==> src/gpio_bus_pkg.sv <==
`default_nettype none

package gpio_bus_pkg;

    // bus widths
    localparam int DATA_W = 32;
    localparam int ADDR_W = 8;
    localparam int SEL_W  = DATA_W / 8;     // one select bit per byte lane

    // only the low address bits take part in the decode
    localparam int DEC_W = 4;

    // register offsets, compared against addr[3:0]
    // the map repeats every 16 bytes
    localparam logic [DEC_W-1:0] OFS_DIN = 4'h0;   // pin inputs, read only
    localparam logic [DEC_W-1:0] OFS_OPT = 4'h4;   // output data
    localparam logic [DEC_W-1:0] OFS_OEC = 4'h8;   // output enables
    localparam logic [DEC_W-1:0] OFS_TAI = 4'hc;   // interrupt control

endpackage

`default_nettype wire

==> src/gpio_cfg_pkg.sv <==
`default_nettype none

package gpio_cfg_pkg;

    localparam int NUM_PINS = 32;   // gpio lines
    localparam int NUM_IRQ  = 16;   // pins 0..15 can raise an interrupt

    // per-pin interrupt config
    // first member lands in the upper bit, so en sits at bit 2x and pol at 2x+1
    typedef struct packed {
        logic pol;      // 1 = active high, 0 = active low
        logic en;       // interrupt enable
    } irq_cfg_t;

    // the TAI register, seen either as a bus word or as per-pin fields
    typedef union packed {
        logic [2*NUM_IRQ-1:0]   raw;    // bus view
        irq_cfg_t [NUM_IRQ-1:0] pin;    // pin[x] = bits 2x+1:2x
    } tai_word_u;

endpackage

`default_nettype wire

==> src/gpio_reg_if.sv <==
`timescale 1ns/1ps
`default_nettype none

interface gpio_reg_if;

    logic [gpio_cfg_pkg::NUM_PINS-1:0] opt;    // output data
    logic [gpio_cfg_pkg::NUM_PINS-1:0] oec;    // output enables
    gpio_cfg_pkg::tai_word_u           tai;    // interrupt enable / polarity
    logic [gpio_cfg_pkg::NUM_PINS-1:0] din;    // synchronized pin levels

    // register file owns opt, oec and tai
    modport ctrl_mp (
        output opt,
        output oec,
        output tai,
        input  din
    );

    // synchronizer produces din
    modport sync_mp (
        output din
    );

    // interrupt logic only looks
    modport irq_mp (
        input tai,
        input din
    );

endinterface

`default_nettype wire

==> src/gpio_reg_ctrl.sv <==
`timescale 1ns/1ps
`default_nettype none

module gpio_reg_ctrl (
    input  logic                              clk,
    input  logic                              rst_n,

    // write port
    input  logic [gpio_bus_pkg::ADDR_W-1:0]   waddr_i,
    input  logic [gpio_bus_pkg::DATA_W-1:0]   wdata_i,
    input  logic [gpio_bus_pkg::SEL_W-1:0]    sel_i,
    input  logic                              we_i,

    // read port
    input  logic [gpio_bus_pkg::ADDR_W-1:0]   raddr_i,
    input  logic                              rd_i,
    output logic [gpio_bus_pkg::DATA_W-1:0]   rdata_o,

    gpio_reg_if.ctrl_mp                       regs
);

    localparam int LANE_W = gpio_bus_pkg::DATA_W / gpio_bus_pkg::SEL_W;

    logic [gpio_bus_pkg::DEC_W-1:0]  wr_ofs;
    logic [gpio_bus_pkg::DEC_W-1:0]  rd_ofs;
    logic [gpio_bus_pkg::DATA_W-1:0] rd_mux;

    assign wr_ofs = waddr_i[gpio_bus_pkg::DEC_W-1:0];   // upper bits ignored
    assign rd_ofs = raddr_i[gpio_bus_pkg::DEC_W-1:0];

    // replace the selected byte lanes of old_w with those of new_w
    function automatic logic [gpio_bus_pkg::DATA_W-1:0] merge_lanes(
        input logic [gpio_bus_pkg::DATA_W-1:0] old_w,
        input logic [gpio_bus_pkg::DATA_W-1:0] new_w,
        input logic [gpio_bus_pkg::SEL_W-1:0]  sel
    );
        logic [gpio_bus_pkg::DATA_W-1:0] res;
        res = old_w;
        for (int i = 0; i < gpio_bus_pkg::SEL_W; i++) begin
            if (sel[i]) begin
                res[i*LANE_W +: LANE_W] = new_w[i*LANE_W +: LANE_W];
            end
        end
        return res;
    endfunction

    // register writes, effective right after the strobe edge
    always_ff @(posedge clk or negedge rst_n) begin
        if (!rst_n) begin
            regs.opt <= '0;
            regs.oec <= '0;
            regs.tai <= '0;
        end else if (we_i) begin
            case (wr_ofs)
                gpio_bus_pkg::OFS_OPT: begin
                    regs.opt <= merge_lanes(regs.opt, wdata_i, sel_i);
                end
                gpio_bus_pkg::OFS_OEC: begin
                    regs.oec <= merge_lanes(regs.oec, wdata_i, sel_i);
                end
                gpio_bus_pkg::OFS_TAI: begin
                    regs.tai.raw <= merge_lanes(regs.tai.raw, wdata_i, sel_i);
                end
                default: begin
                    // DIN is read only, the rest is unmapped
                end
            endcase
        end
    end

    // read select, unmapped offsets give zero
    always_comb begin
        case (rd_ofs)
            gpio_bus_pkg::OFS_DIN: rd_mux = regs.din;
            gpio_bus_pkg::OFS_OPT: rd_mux = regs.opt;
            gpio_bus_pkg::OFS_OEC: rd_mux = regs.oec;
            gpio_bus_pkg::OFS_TAI: rd_mux = regs.tai.raw;
            default:               rd_mux = '0;
        endcase
    end

    // read data lands one edge after rd_i and stays until the next read
    // a write in the same cycle is not yet visible here
    always_ff @(posedge clk or negedge rst_n) begin
        if (!rst_n) begin
            rdata_o <= '0;
        end else if (rd_i) begin
            rdata_o <= rd_mux;
        end
    end

endmodule

`default_nettype wire

==> src/gpio_in_sync.sv <==
`timescale 1ns/1ps
`default_nettype none

module gpio_in_sync #(
    parameter int SYNC_STAGES = 2       // 2 or more
) (
    input  logic                              clk,
    input  logic                              rst_n,
    input  logic [gpio_cfg_pkg::NUM_PINS-1:0] pins_i,   // asynchronous pin levels
    gpio_reg_if.sync_mp                       regs
);

    // stage 0 samples the pins, the last stage feeds din
    logic [SYNC_STAGES-1:0][gpio_cfg_pkg::NUM_PINS-1:0] sync_q;

    always_ff @(posedge clk or negedge rst_n) begin
        if (!rst_n) begin
            sync_q <= '0;
        end else begin
            sync_q <= {sync_q[SYNC_STAGES-2:0], pins_i};   // shift one stage per edge
        end
    end

    // shared by the read path and the interrupt logic
    assign regs.din = sync_q[SYNC_STAGES-1];

endmodule

`default_nettype wire

==> src/gpio_irq_gen.sv <==
`timescale 1ns/1ps
`default_nettype none

module gpio_irq_gen (
    gpio_reg_if.irq_mp                       regs,
    output logic [gpio_cfg_pkg::NUM_IRQ-1:0] irq_o
);

    // level interrupts, no latching and no clear
    for (genvar x = 0; x < gpio_cfg_pkg::NUM_IRQ; x++) begin : g_irq
        gpio_cfg_pkg::irq_cfg_t cfg;
        logic                   lvl;

        assign cfg = regs.tai.pin[x];                   // bits 2x and 2x+1
        assign lvl = cfg.pol ? regs.din[x] : ~regs.din[x];

        assign irq_o[x] = cfg.en & lvl;                 // masked when disabled
    end

endmodule

`default_nettype wire

==> src/gpio_subsys.sv <==
`timescale 1ns/1ps
`default_nettype none

module gpio_subsys #(
    parameter int SYNC_STAGES = 2       // input synchronizer depth
) (
    input  logic                              clk,
    input  logic                              rst_n,

    // bus write side
    input  logic [gpio_bus_pkg::ADDR_W-1:0]   waddr_i,
    input  logic [gpio_bus_pkg::DATA_W-1:0]   data_i,
    input  logic [gpio_bus_pkg::SEL_W-1:0]    sel_i,
    input  logic                              we_i,

    // bus read side
    input  logic [gpio_bus_pkg::ADDR_W-1:0]   raddr_i,
    input  logic                              rd_i,
    output logic [gpio_bus_pkg::DATA_W-1:0]   data_o,

    // pins
    input  logic [gpio_cfg_pkg::NUM_PINS-1:0] gpio_in_i,
    output logic [gpio_cfg_pkg::NUM_PINS-1:0] gpio_out_o,
    output logic [gpio_cfg_pkg::NUM_PINS-1:0] gpio_oe_o,
    output logic [gpio_cfg_pkg::NUM_IRQ-1:0]  gpio_irq_o
);

    // register state shared by the three blocks
    gpio_reg_if regs_if ();

    // bus decode and register file
    gpio_reg_ctrl gpio_reg_ctrl_inst (
        .clk     (clk),
        .rst_n   (rst_n),
        .waddr_i (waddr_i),
        .wdata_i (data_i),
        .sel_i   (sel_i),
        .we_i    (we_i),
        .raddr_i (raddr_i),
        .rd_i    (rd_i),
        .rdata_o (data_o),
        .regs    (regs_if.ctrl_mp)
    );

    // pin inputs into the clock domain
    gpio_in_sync #(
        .SYNC_STAGES (SYNC_STAGES)
    ) gpio_in_sync_inst (
        .clk    (clk),
        .rst_n  (rst_n),
        .pins_i (gpio_in_i),
        .regs   (regs_if.sync_mp)
    );

    // per-pin level interrupts
    gpio_irq_gen gpio_irq_gen_inst (
        .regs  (regs_if.irq_mp),
        .irq_o (gpio_irq_o)
    );

    assign gpio_out_o = regs_if.opt;    // straight from OPT
    assign gpio_oe_o  = regs_if.oec;    // straight from OEC

endmodule

`default_nettype wire

==> config.mk <==
export PLATFORM = sky130hd
export DESIGN_NAME = gpio_subsys
export DESIGN_NICKNAME = d
export VERILOG_FILES = /design/src/gpio_bus_pkg.sv /design/src/gpio_cfg_pkg.sv /design/src/gpio_reg_if.sv /design/src/gpio_reg_ctrl.sv /design/src/gpio_in_sync.sv /design/src/gpio_irq_gen.sv /design/src/gpio_subsys.sv
export SDC_FILE = /design/constraint.sdc
export NUM_CORES = 1
export LEC_CHECK = 0
export BUFFER_PORTS_ARGS = -buffer_cell sky130_fd_sc_hd__buf_2
export CORE_UTILIZATION = 32
export CTS_CLUSTER_SIZE = 8
export DETAILED_ROUTE_END_ITERATION = 12
export GPL_TIMING_DRIVEN = 0
export PLACE_DENSITY = 0.55
export SLEW_MARGIN = 25
export SYNTH_ARGS = -nofsm -noshare
export SYNTH_HDL_FRONTEND = slang
export SYNTH_SLANG_ARGS = --single-unit
==> constraint.sdc <==
create_clock -name clk -period 0.95 [get_ports clk]
set_input_delay 0.19 -clock clk [delete_from_list [all_inputs] [get_ports clk]]
set_output_delay 0.19 -clock clk [all_outputs]
set_load 0.02 [all_outputs]
==> summary.md, run 1 <==
| Metric | Value |
|---|---|
| Status | complete, but fails checks |
| Violated checks | hold timing, setup timing |
| Remaining DRCs | 0 |
| Layout cells sized above 1 | 63.6% |
| Critical-path maximum fanout | 2 |
| Design area | 12500 um2 |
| FILL cells | 2004 |
| Worst Reg-to-Reg Cells | 5 |
| Cell Area, Synth | 7770 um2 |
| Final setup viols | 159 |
| Slew Limit Headroom | 54.5% |
| CTS Buffer Depth | 2 |
| Slew @ Worst Pin | 682 ps |
| R2R Setup Slk | -390 ps |
| Cell Rows | 56 |
| Number of max-cap violations | 0 |
| Post-placement cell area | 9500 um2 |
| Total GRT Usage | 18.8% |
| Port Buffers | 190 |
| Yosys cell types | 22 |
| Clock sink count | 192 |
| Required time worst endpoint | 760 ps |
| Final hold vios | 56 |
| Layout Skew | 12.9 ps |
| Remaining Overflow, GRT | 0 |
| Worst flop-to-flop path endpoint | gpio_reg_ctrl_inst.rdata_o[15]$_DFFE_PN0P_ |
| Most frequent cells in the layout | dfrtp_1, buf_6, mux2_2 |
| Largest net degree at the start of global routing | 77 |
| Yosys reg bits | 192 |
| Worst setup path class | reg2out |
| Dominant combinational cell family by area after synthesis | multiplexers |
| Hold buffer count at CTS | 43 |
| Initial core utilization | 32.9% |
| Pwr Density | 1960 nW/um2 |
| Worst-path clk slew | 80 ps |
| Num ports | 200 |
| Root buffer cell | clkbuf_16 |
| Post-synthesis adder-cell area fraction | 0% |
| CP Capture Type | primary output |
| Crit path DAT | 1350 ps |
| Vias per cell | 4.58 |
| Wire length per cell | 18.9 um |
| Setup TNS | -37010 ps |
| Simple-Gate Fraction of Synth Area | 3.64% |
| Post-synth top flop | dfrtp_1 |
| Vias in the first global route | 5967 |
| Fmax | 651 MHz |
| Die H | 158 um |
| Number of flops mapped to enable cells by yosys | 0 |
| Final net count | 966 |
| Number of CTS-inserted buffers | 17 |
| Startpoint Class | flop |
| Commonest non-fill, non-tap cell in the layout | dfrtp_1 |
| VDD IR-drop max | 1.32 mV |
| Post-Route WL | 22.8 mm |
| Fraction of registers with async set or reset after synthesis | 100% |
| Mapped Cells | 521 |
| Post-Synth XOR/XNOR Area | 1.80% |
| FF-to-FF Start | gpio_in_sync_inst.regs.din[15]$_DFF_PN0_ |
| Final setup margin | -586 ps |
| Die width | 158 um |
| Mapped Nets | 609 |
| Synth-to-Final Area Change | 60.9% |
| Register area share after synthesis | 61.8% |
| # H-tree levels | 4 |
| Global-route wire length before repair | 34.3 mm |
| Part of the cycle the worst path needs | 162% |
| Die area | 24900 um2 |
| YS warnings | 0 |
| CTS tree | yes |
| Initial drt markers | 190 |
| Tmin final | 1540 ps |
| Vias | 5541 |
| LEAKAGE | 5.96 nW |
| Initial antenna violation count | 2 |
| RSZ-0062 raised after global routing | yes |
| Worst Hold Class | in2async |
| Avg Cell Area, Syn | 14.9 um2 |
| Compound-Gate Fraction of Synth Area | 5.15% |
| Final Max Slew Viols | 0 |
| Crit path from | gpio_reg_ctrl_inst.regs.tai[25]$_DFFE_PN0P_ |
| Core outline area | 23600 um2 |
| Worst Setup EP | gpio_irq_o[12] |
| Pwr Total | 24.5 mW |
| Clk Latency, worst-skew pair | 450 ps |
| Mux contribution to synthesized area | 24.3% |
| TritonRoute pass-1 iters | 4 |
| Antenna Violating Nets Remaining | 0 |
| Placer Congestion | 0.786 |
| Final hold slack | -356 ps |
| HPWL Detailed | 15.1 mm |
## routing by layer
| metal | global-route usage (%) | vias to the layer above | share of wire [%] |
|---|---|---|---|
| met5 | 0 | - | 0 |
| met4 | 5.69 | 0 | 1.7 |
| met3 | 4.90 | 21 | 4.9 |
| met2 | 32.8 | 120 | 52 |
| met1 | 22.5 | 2862 | 41 |
| li1 | - | 2538 | - |
## sequential cells by signal, summed over array words and instances, names as in the netlist
name / flops
gpio_in_sync_inst.sync_q: 32
gpio_reg_ctrl_inst.regs.oec: 32
gpio_in_sync_inst.regs.din: 32
gpio_reg_ctrl_inst.regs.opt: 32
gpio_reg_ctrl_inst.rdata_o: 32
gpio_reg_ctrl_inst.regs.tai: 32
## worst min path at each step
stage             startpoint                                         end  depth (start not counted)  slack [ps]
4_1_cts                rst_n  gpio_reg_ctrl_inst.rdata_o[27]$_DFFE_PN0P_                          1        -330
3_3_place_gp   gpio_in_i[30]      gpio_in_sync_inst.sync_q[30]$_DFF_PN0_                          1         300
6_report               rst_n  gpio_reg_ctrl_inst.rdata_o[27]$_DFFE_PN0P_                          1        -360
3_5_place_dp           rst_n  gpio_reg_ctrl_inst.rdata_o[27]$_DFFE_PN0P_                          1         140
2_1_floorplan          rst_n     gpio_in_sync_inst.regs.din[0]$_DFF_PN0_                          0        -110
5_1_grt                rst_n  gpio_reg_ctrl_inst.rdata_o[27]$_DFFE_PN0P_                          1        -330
## cell families (layout without fill, tap and decap cells)
kind of cell	after synthesis	after routing
and+or+nand+nor	35	35
muxes	160	160
other	0	1
xor gates and xnor gates	16	16
DFF	192	192
buffers and inverters	54	424
AOI/OAI and AO/OA	64	64
## timing repair
| action | CTS | global route |
|---|---|---|
| setup endpoints to repair | 208 | 197 |
| setup buffers | 86 | 25 |
| pin swaps | 26 | 25 |
| resized for setup | 301 | 45 |
| endpoints found under the hold margin | 103 | 56 |
## through the flow
stage | setup slack (ps) | cells | hold slack, ps | util (%)
6_report | -586 | 1211 | -356 | 53.0
5_1_grt | -631 | 1211 | -326 | 53.0
4_1_cts | -587 | 1192 | -334 | 51.7
3_5_place_dp | -653 | 1032 | 138 | 40.2
3_3_place_gp | -3780 | 1030 | 298 | 39.9
2_1_floorplan | -285 | 521 | -106 | -
## report_power, final
group | internal (mW) | switching, mW | leakage, nW
clock network | 3.61 | 3.78 | 0.294
logic | 4.24 | 2.80 | 3.26
registers | 9.21 | 0.849 | 2.40
total | 17.1 | 7.43 | 5.96
## layout make-up
type	count	area [um2]	area share, %
buffer	21	251	2.01
inverter	32	120	0.960
clock inverter	15	190	1.52
antenna	1	2.50	0.0200
sequential	192	4810	38.5
clock buffer	17	425	3.40
multi-input combinational	275	3210	25.7
tap	319	399	3.19
timing repair buffer	339	3100	24.8
## cell usage after synthesis (5+ instances only)
master	n	area [um2]
buf_2	14	70.1
mux2_2	133	1500
a22oi_1	32	240
dfrtp_1	192	4800
o21ai_0	27	135
o21ai_1	5	25.0
inv_1	32	120
and2_1	16	100
nand3b_2	5	56.3
xnor2_1	16	140
mux2_4	24	360
## critical path, stage by stage (launching register included)
cell and delay, ps:
dfrtp_1 420, xnor2_1 180, and2_1 180, buf_6 130
(Power assumes the default switching activity.)
==> inputs of run 2 (changes only) <==
- SETUP_SLACK_MARGIN: not set -> 0.4
==> run 2 against run 1 <==
The flow still finishes with violations (hold timing, setup timing). Clock skew shrank 5.1 ps. Setup slack gained 3.9 ps. Clock-buffer cell count rose by 5. Cell area shrank 0.18%. Combinational power is essentially flat. Power grew 0.86%. Core utilization shrank 0.095 points. Largest power group unchanged. Flip-flop and latch count unchanged. Via count down 3.5%. Die area stayed put.
==> summary.md, run 2 (synthesis results as in run 1) <==
| Metric | Value |
|---|---|
| Status | complete, but fails checks |
| Violated checks | hold timing, setup timing |
| Final setup viols | 191 (+20%) |
| Largest net degree at the start of global routing | 67 (-13%) |
| Die area | 24900 um2 (unchanged) |
| Tmin final | 1530 ps (-3.88 ps) |
| Required time worst endpoint | 760 ps (about the same) |
| Layout cells sized above 1 | 75.5% (+12 points) |
| Worst setup path class | reg2out |
| Worst flop-to-flop path endpoint | gpio_reg_ctrl_inst.rdata_o[7]$_DFFE_PN0P_ |
| R2R Setup Slk | -320 ps (+70 ps) |
| Total GRT Usage | 19.1% (+0.33 points) |
| Remaining Overflow, GRT | 0 (unchanged) |
| Critical-path maximum fanout | 2 (unchanged) |
| TritonRoute pass-1 iters | 4 (unchanged) |
| Initial drt markers | 189 (-0.53%) |
| Remaining DRCs | 0 (unchanged) |
| CTS tree | yes |
| Slew @ Worst Pin | 719 ps (+37.0 ps) |
| Num ports | 200 (unchanged) |
| Initial core utilization | 32.9% (unchanged) |
| Global-route wire length before repair | 35.1 mm (+2.4%) |
| Most frequent cells in the layout | buf_6, mux2_4, dfrtp_2 |
| Final net count | 927 (-4.0%) |
| Hold buffer count at CTS | 32 (-26%) |
| CTS Buffer Depth | 2 (unchanged) |
| Final hold slack | -358 ps (-2.05 ps) |
| Layout Utilization | 52.9% (-0.095 points) |
| Post-Route WL | 22.8 mm (-0.24%) |
| Wire length per cell | 19.5 um (+3.2%) |
| Pwr Density | 1980 nW/um2 (+1.0%) |
| Antenna Violating Nets Remaining | 0 (unchanged) |
| Initial antenna violation count | 2 (unchanged) |
| Final Max Slew Viols | 0 (unchanged) |
| Final hold vios | 68 (+21%) |
| Root buffer cell | clkbuf_16 |
| Clock sink count | 192 (unchanged) |
| Final setup margin | -582 ps (+3.88 ps) |
| Number of CTS-inserted buffers | 17 (unchanged) |
| Diode count | 0 (-1) |
| Vias in the first global route | 6109 (+2.4%) |
| Worst Reg-to-Reg Cells | 5 (unchanged) |
| Pwr Total | 24.7 mW (+0.86%) |
| Die width | 158 um (unchanged) |
| Vias | 5349 (-3.5%) |
| Worst Hold Class | in2async |
| Die H | 158 um (unchanged) |
| VDD IR-drop max | 1.15 mV (-13%) |
| Synth-to-Final Area Change | 60.7% |
| LEAKAGE | 5.81 nW (-2.6%) |
| Fmax | 653 MHz (+0.25%) |
| Slew Limit Headroom | 52.0% (-2.5 points) |
| Startpoint Class | flop |
| RSZ-0062 raised after global routing | yes |
| Number of max-cap violations | 0 (unchanged) |
| Setup TNS | -36710 ps (+301 ps) |
| Vias per cell | 4.57 (-0.17%) |
| Cell Rows | 56 (unchanged) |
| Worst-path clk slew | 70 ps (about the same) |
| Placer Congestion | 0.780 (-0.86%) |
| Clk Latency, worst-skew pair | 420 ps (-30 ps) |
| CP Capture Type | primary output |
| FF-to-FF Start | gpio_in_sync_inst.regs.din[7]$_DFF_PN0_ |
| # H-tree levels | 4 (unchanged) |
| Part of the cycle the worst path needs | 161% (-0.41 points) |
| Layout Skew | 7.81 ps (-5.13 ps) |
| Worst slack, placed | -691 ps (-37.9 ps) |
| Commonest non-fill, non-tap cell in the layout | buf_6 |
| HPWL Detailed | 15.0 mm (-0.86%) |
| Port Buffers | 190 (unchanged) |
| Crit path DAT | 1340 ps (about the same) |
| Core outline area | 23600 um2 (unchanged) |
[run 2: metrics by stage]
| step | area [um2] | instances |
|---|---|---|
| after global routing | 12500 | 1171 |
| after floorplan | 8240 | 521 |
| after CTS | 12300 | 1161 |
| after detailed placement | 9650 | 1032 |
| final | 12500 | 1171 |
| after global placement | 9590 | 1030 |
[run 2: worst max-delay path by stage]
stage | start | to | slack [ps] | cells after the start
3_5_place_dp | rd_i | gpio_reg_ctrl_inst.rdata_o[16]$_DFFE_PN0P_ | -690 | 6
3_3_place_gp | rst_n | gpio_reg_ctrl_inst.regs.opt[18]$_DFFE_PN0P_ | -3760 | 1
4_1_cts | gpio_reg_ctrl_inst.regs.tai[23]$_DFFE_PN0P_ | gpio_irq_o[11] | -610 | 3
5_1_grt | gpio_in_sync_inst.regs.din[11]$_DFF_PN0_ | gpio_irq_o[11] | -660 | 3
6_report | gpio_in_sync_inst.regs.din[11]$_DFF_PN0_ | gpio_irq_o[11] | -580 | 3
2_1_floorplan | waddr_i[1] | gpio_reg_ctrl_inst.regs.tai[0]$_DFFE_PN0P_ | -280 | 4
[run 2: critical path, stage by stage (launching register included)]
cell,delay [ps]
dfrtp_1,410
xnor2_2,220
and2_4,180
buf_6,110
[run 2: what timing repair did]
item	CTS	global route
buffers inserted	65	10
gates resized for setup	348	30
setup endpoints to repair	240	295
pin swaps	32	16
hold endpoints to repair	96	64
[run 2: area by class of cell]
type | count | area, um2
clock inverter | 10 | 123
clock buffer | 22 | 484
timing repair buffer | 299 | 2820
sequential | 192 | 4930
fill | 1979 | 11100
buffer | 22 | 272
inverter | 32 | 120
multi-input combinational | 275 | 3340
tap | 319 | 399
[run 2: report_power, final]
part	internal, mW	switching (mW)
logic	4.28	2.73
registers	9.33	0.933
clock network	4.20	3.23
total	17.8	6.89
[run 2: metal layers]
| metal | wire (um) | global-route usage (%) | vias to the layer above |
|---|---|---|---|
| met1 | 9940 | 24.3 | 2744 |
| met3 | 1210 | 5.20 | 11 |
| met4 | 112 | 3.74 | 4 |
| met5 | 20 | 0 | - |
| met2 | 11500 | 32.5 | 130 |
| li1 | - | - | 2460 |
==> inputs of run 3 (changes only) <==
- ABC_AREA: not set -> 1
==> run 3 against run 2 <==
The flow still finishes with violations (hold timing, setup timing). Clock skew is 3.3 ps higher. Cell count is 38% higher. First-iteration DRC count is 120% higher. Cell area is 17% higher. Power is 5.2% higher. Routed wire length is 29% higher. Core utilization is 9.4 points higher. Critical path depth is 1 higher. Register-to-register slack better by 140 ps. Critical path type unchanged.
==> summary.md, run 3 <==
| Metric | Value |
|---|---|
| Dominant combinational cell family by area after synthesis | simple AND/OR/NAND/NOR gates |
| Worst Hold Class | in2async |
| Wire length per cell | 18.2 um (-6.6%) |
| CP Capture Type | primary output |
| Top-count cell post-synth | nand2_1 |
| Multi-input logic area | 3720 um2 (+11%) |
| Sequential share of power | 39.5% (-2.1 points) |
| Placer Congestion | 0.850 (+9.1%) |
| Final setup viols | 172 (-9.9%) |
| Clk Latency, worst-skew pair | 440 ps (+20 ps) |
| Layout cells sized above 1 | 68.5% (-6.9 points) |
| Gate power share | 30.5% (+2.1 points) |
| Final hold vios | 192 (+180%) |
| TritonRoute pass-1 iters | 5 (+1) |
| Tmin final | 1540 ps (+6.95 ps) |
| Status | complete, but fails checks |
| Net switching power figure | 8.05 mW (+17%) |
| Slew Limit Headroom | 52.3% (+0.21 points) |
| Number of max-cap violations | 0 (unchanged) |
| Register area share after synthesis | 62.8% (+0.99 points) |
| YS warnings | 0 (unchanged) |
| Final setup margin | -589 ps (-6.95 ps) |
| Compound-Gate Fraction of Synth Area | 10.5% (+5.3 points) |
| Int Pwr | 17.9 mW (+0.66%) |
| Die H | 157 um (-0.78%) |
| Number of flops mapped to enable cells by yosys | 0 (unchanged) |
| Violated checks | hold timing, setup timing |
| Critical-path maximum fanout | 2 (unchanged) |
| Most frequent cells in the layout | buf_6, nand2_1, dfrtp_2 |
| Root buffer cell | clkbuf_16 |
| Sw frac | 31.0% (+3.1 points) |
| Mux contribution to synthesized area | 0% (-24 points) |
| Post-synth top flop | dfrtp_1 |
| Post-Route WL | 29.4 mm (+29%) |
| Post-placement cell area | 9650 um2 (about the same) |
| Die area | 24500 um2 (-1.6%) |
| Clock sink count | 192 (unchanged) |
| Worst-path clk slew | 80 ps (about the same) |
| FILL cells | 1848 (-6.6%) |
| Vias in the first global route | 7617 (+25%) |
| VDD IR-drop max | 1.12 mV (-2.7%) |
| Yosys reg bits | 192 (unchanged) |
| # H-tree levels | 4 (unchanged) |
| Vias | 7776 (+45%) |
| Crit path DAT | 1350 ps (about the same) |
| Final Max Slew Viols | 0 (unchanged) |
| Final hold slack | -423 ps (-65.0 ps) |
| Commonest non-fill, non-tap cell in the layout | buf_6 |
| Part of the cycle the worst path needs | 162% (+0.73 points) |
| Global-route wire length before repair | 42.0 mm (+20%) |
| Initial drt markers | 413 (+120%) |
| LEAKAGE | 6.88 nW (+18%) |
| Initial antenna violation count | 2 (unchanged) |
| HPWL Detailed | 17.6 mm (+18%) |
| Vias per cell | 4.82 (+5.5%) |
| Design area | 14600 um2 (+17%) |
| Clock share of power | 30.0% (about the same) |
| CTS Buffer Depth | 2 (unchanged) |
| Remaining Overflow, GRT | 0 (unchanged) |
| Pwr Total | 26.0 mW (+5.2%) |
| Yosys cell types | 12 (-45%) |
| Num ports | 200 (unchanged) |
| Area contributors post-synth | dfrtp_1, nand2_1, nand3_1 |
| Port Buffers | 191 (+0.53%) |
| Initial core utilization | 32.6% (-0.33 points) |
| Post-Place Cells | 1344 (+30%) |
| Die width | 157 um (-0.78%) |
| Antenna Violating Nets Remaining | 0 (unchanged) |
| Hold buffer count at CTS | 32 (unchanged) |
| Mapped Nets | 920 (+51%) |
| Startpoint Class | flop |
| Fraction of registers with async set or reset after synthesis | 100% (unchanged) |
| Fmax | 650 MHz (-0.45%) |
| Post-Layout Cell Count | 1614 (+38%) |
| Number of CTS-inserted buffers | 17 (unchanged) |
| Core outline area | 23500 um2 (-0.59%) |
| Total GRT Usage | 23.2% (+4.1 points) |
| RSZ-0062 raised after global routing | yes |
| Cell Rows | 56 (unchanged) |
| Worst setup path class | reg2out |
| R2R Setup Slk | -180 ps (+140 ps) |
| Worst slack, placed | -766 ps (-75.2 ps) |
| Commonest cells post-synth | nand2_1, dfrtp_1, nand3_1 |
| Synth-to-Final Area Change | 91.1% |
| Worst Reg-to-Reg Cells | 6 (+1) |
| Required time worst endpoint | 760 ps (about the same) |
| Largest net degree at the start of global routing | 87 (+30%) |
| Cell Area, Synth | 7650 um2 (-1.6%) |
| Final net count | 1368 (+48%) |
| Slew @ Worst Pin | 716 ps (-3.08 ps) |
| Synth top area share | 62.8% (+0.99 points) |
| Post-synthesis adder-cell area fraction | 0% (unchanged) |
| Synth area leader | dfrtp_1 |
| Remaining DRCs | 0 (unchanged) |
| Avg Cell Area, Syn | 9.19 um2 (-38%) |
| Worst flop-to-flop path endpoint | gpio_reg_ctrl_inst.rdata_o[6]$_DFFE_PN0P_ |
| Simple-Gate Fraction of Synth Area | 21.1% (+17 points) |
| Area taken by flip-flops and latches | 4940 um2 (+0.25%) |
| Pwr Density | 1780 nW/um2 (-10%) |
| Post-Synth XOR/XNOR Area | 0% (-1.8 points) |
| CTS tree | yes |
| Mapped Cells | 832 (+60%) |
| FF-to-FF Start | gpio_in_sync_inst.regs.din[6]$_DFF_PN0_ |
| Layout Skew | 11.1 ps (+3.30 ps) |
==> run 3: cell types whose count changed after synthesis, moves of 26 or more <==
cell and change:
nand2_1 +229, inv_1 +26, o21ai_0 +98, mux2_2 -133, a22oi_1 -32, nand3_1 +136
==> run 3: per-stage QoR <==
stage / TNS [ps] / util (%)
after detailed placement: -70030 / 41.1
after global routing: -39980 / 62.3
after global placement: -787690 / 40.8
final: -34540 / 62.3
after floorplan: -6290 / -
after CTS: -32800 / 55.6
==> run 3: worst max path at each step <==
stage	from	to	cells after the start
6_report	gpio_in_sync_inst.regs.din[6]$_DFF_PN0_	gpio_irq_o[6]	4
4_1_cts	gpio_in_sync_inst.regs.din[6]$_DFF_PN0_	gpio_irq_o[6]	4
3_3_place_gp	rst_n	gpio_reg_ctrl_inst.regs.oec[17]$_DFFE_PN0P_	1
2_1_floorplan	waddr_i[0]	gpio_reg_ctrl_inst.regs.tai[13]$_DFFE_PN0P_	7
3_5_place_dp	waddr_i[3]	gpio_reg_ctrl_inst.regs.oec[15]$_DFFE_PN0P_	6
5_1_grt	gpio_in_sync_inst.regs.din[6]$_DFF_PN0_	gpio_irq_o[6]	4
==> run 3: cell families after synthesis <==
family | count (synthesis)
AOI/OAI and AO/OA | 160
buffers and inverters | 102
DFF | 192
and+or+nand+nor | 378
==> run 3: power groups by stage <==
stage	clock network, mW	registers [mW]	logic, mW
2_1_floorplan	0	10.9	1.45
3_3_place_gp	0	10.3	3.61
3_5_place_dp	0	10.4	3.69
4_1_cts	7.84	10.2	6.27
5_1_grt	8.23	10.4	8.43
6_report	7.79	10.3	7.93
==> run 3: layout make-up <==
class                   instances  area share, %
inverters                      58           1.49
clock inverters                12           1.16
well taps                     319           2.73
repair buffers                429           29.2
plain buffers                  44           2.95
diodes                          2         0.0342
clock buffers                  20           3.13
flip-flops and latches        192           33.8
multi-input cells             538           25.5
==> run 3: layer usage <==
| layer | track usage [%] | share of wire, % | vias up |
|---|---|---|---|
| li1 | - | - | 3648 |
| met1 | 29.8 | 43 | 3839 |
| met2 | 38.2 | 49 | 235 |
| met3 | 4.87 | 5.3 | 54 |
| met4 | 9.29 | 2.5 | 0 |
| met5 | 0 | 0 | - |
==> run 3: what timing repair did <==
item / CTS / global route
setup endpoints to repair: 240 / 240
hold endpoints to repair: 224 / 77
resized for setup: 456 / 302
pin swaps: 65 / 125
buffers inserted: 121 / 71
cloned: 9 / 3
==> run 3: worst max-delay path, stage by stage (launching register included) <==
cell and delay [ps]:
dfrtp_1 430, inv_2 100, o21ai_2 60, a21oi_2 170, buf_6 150
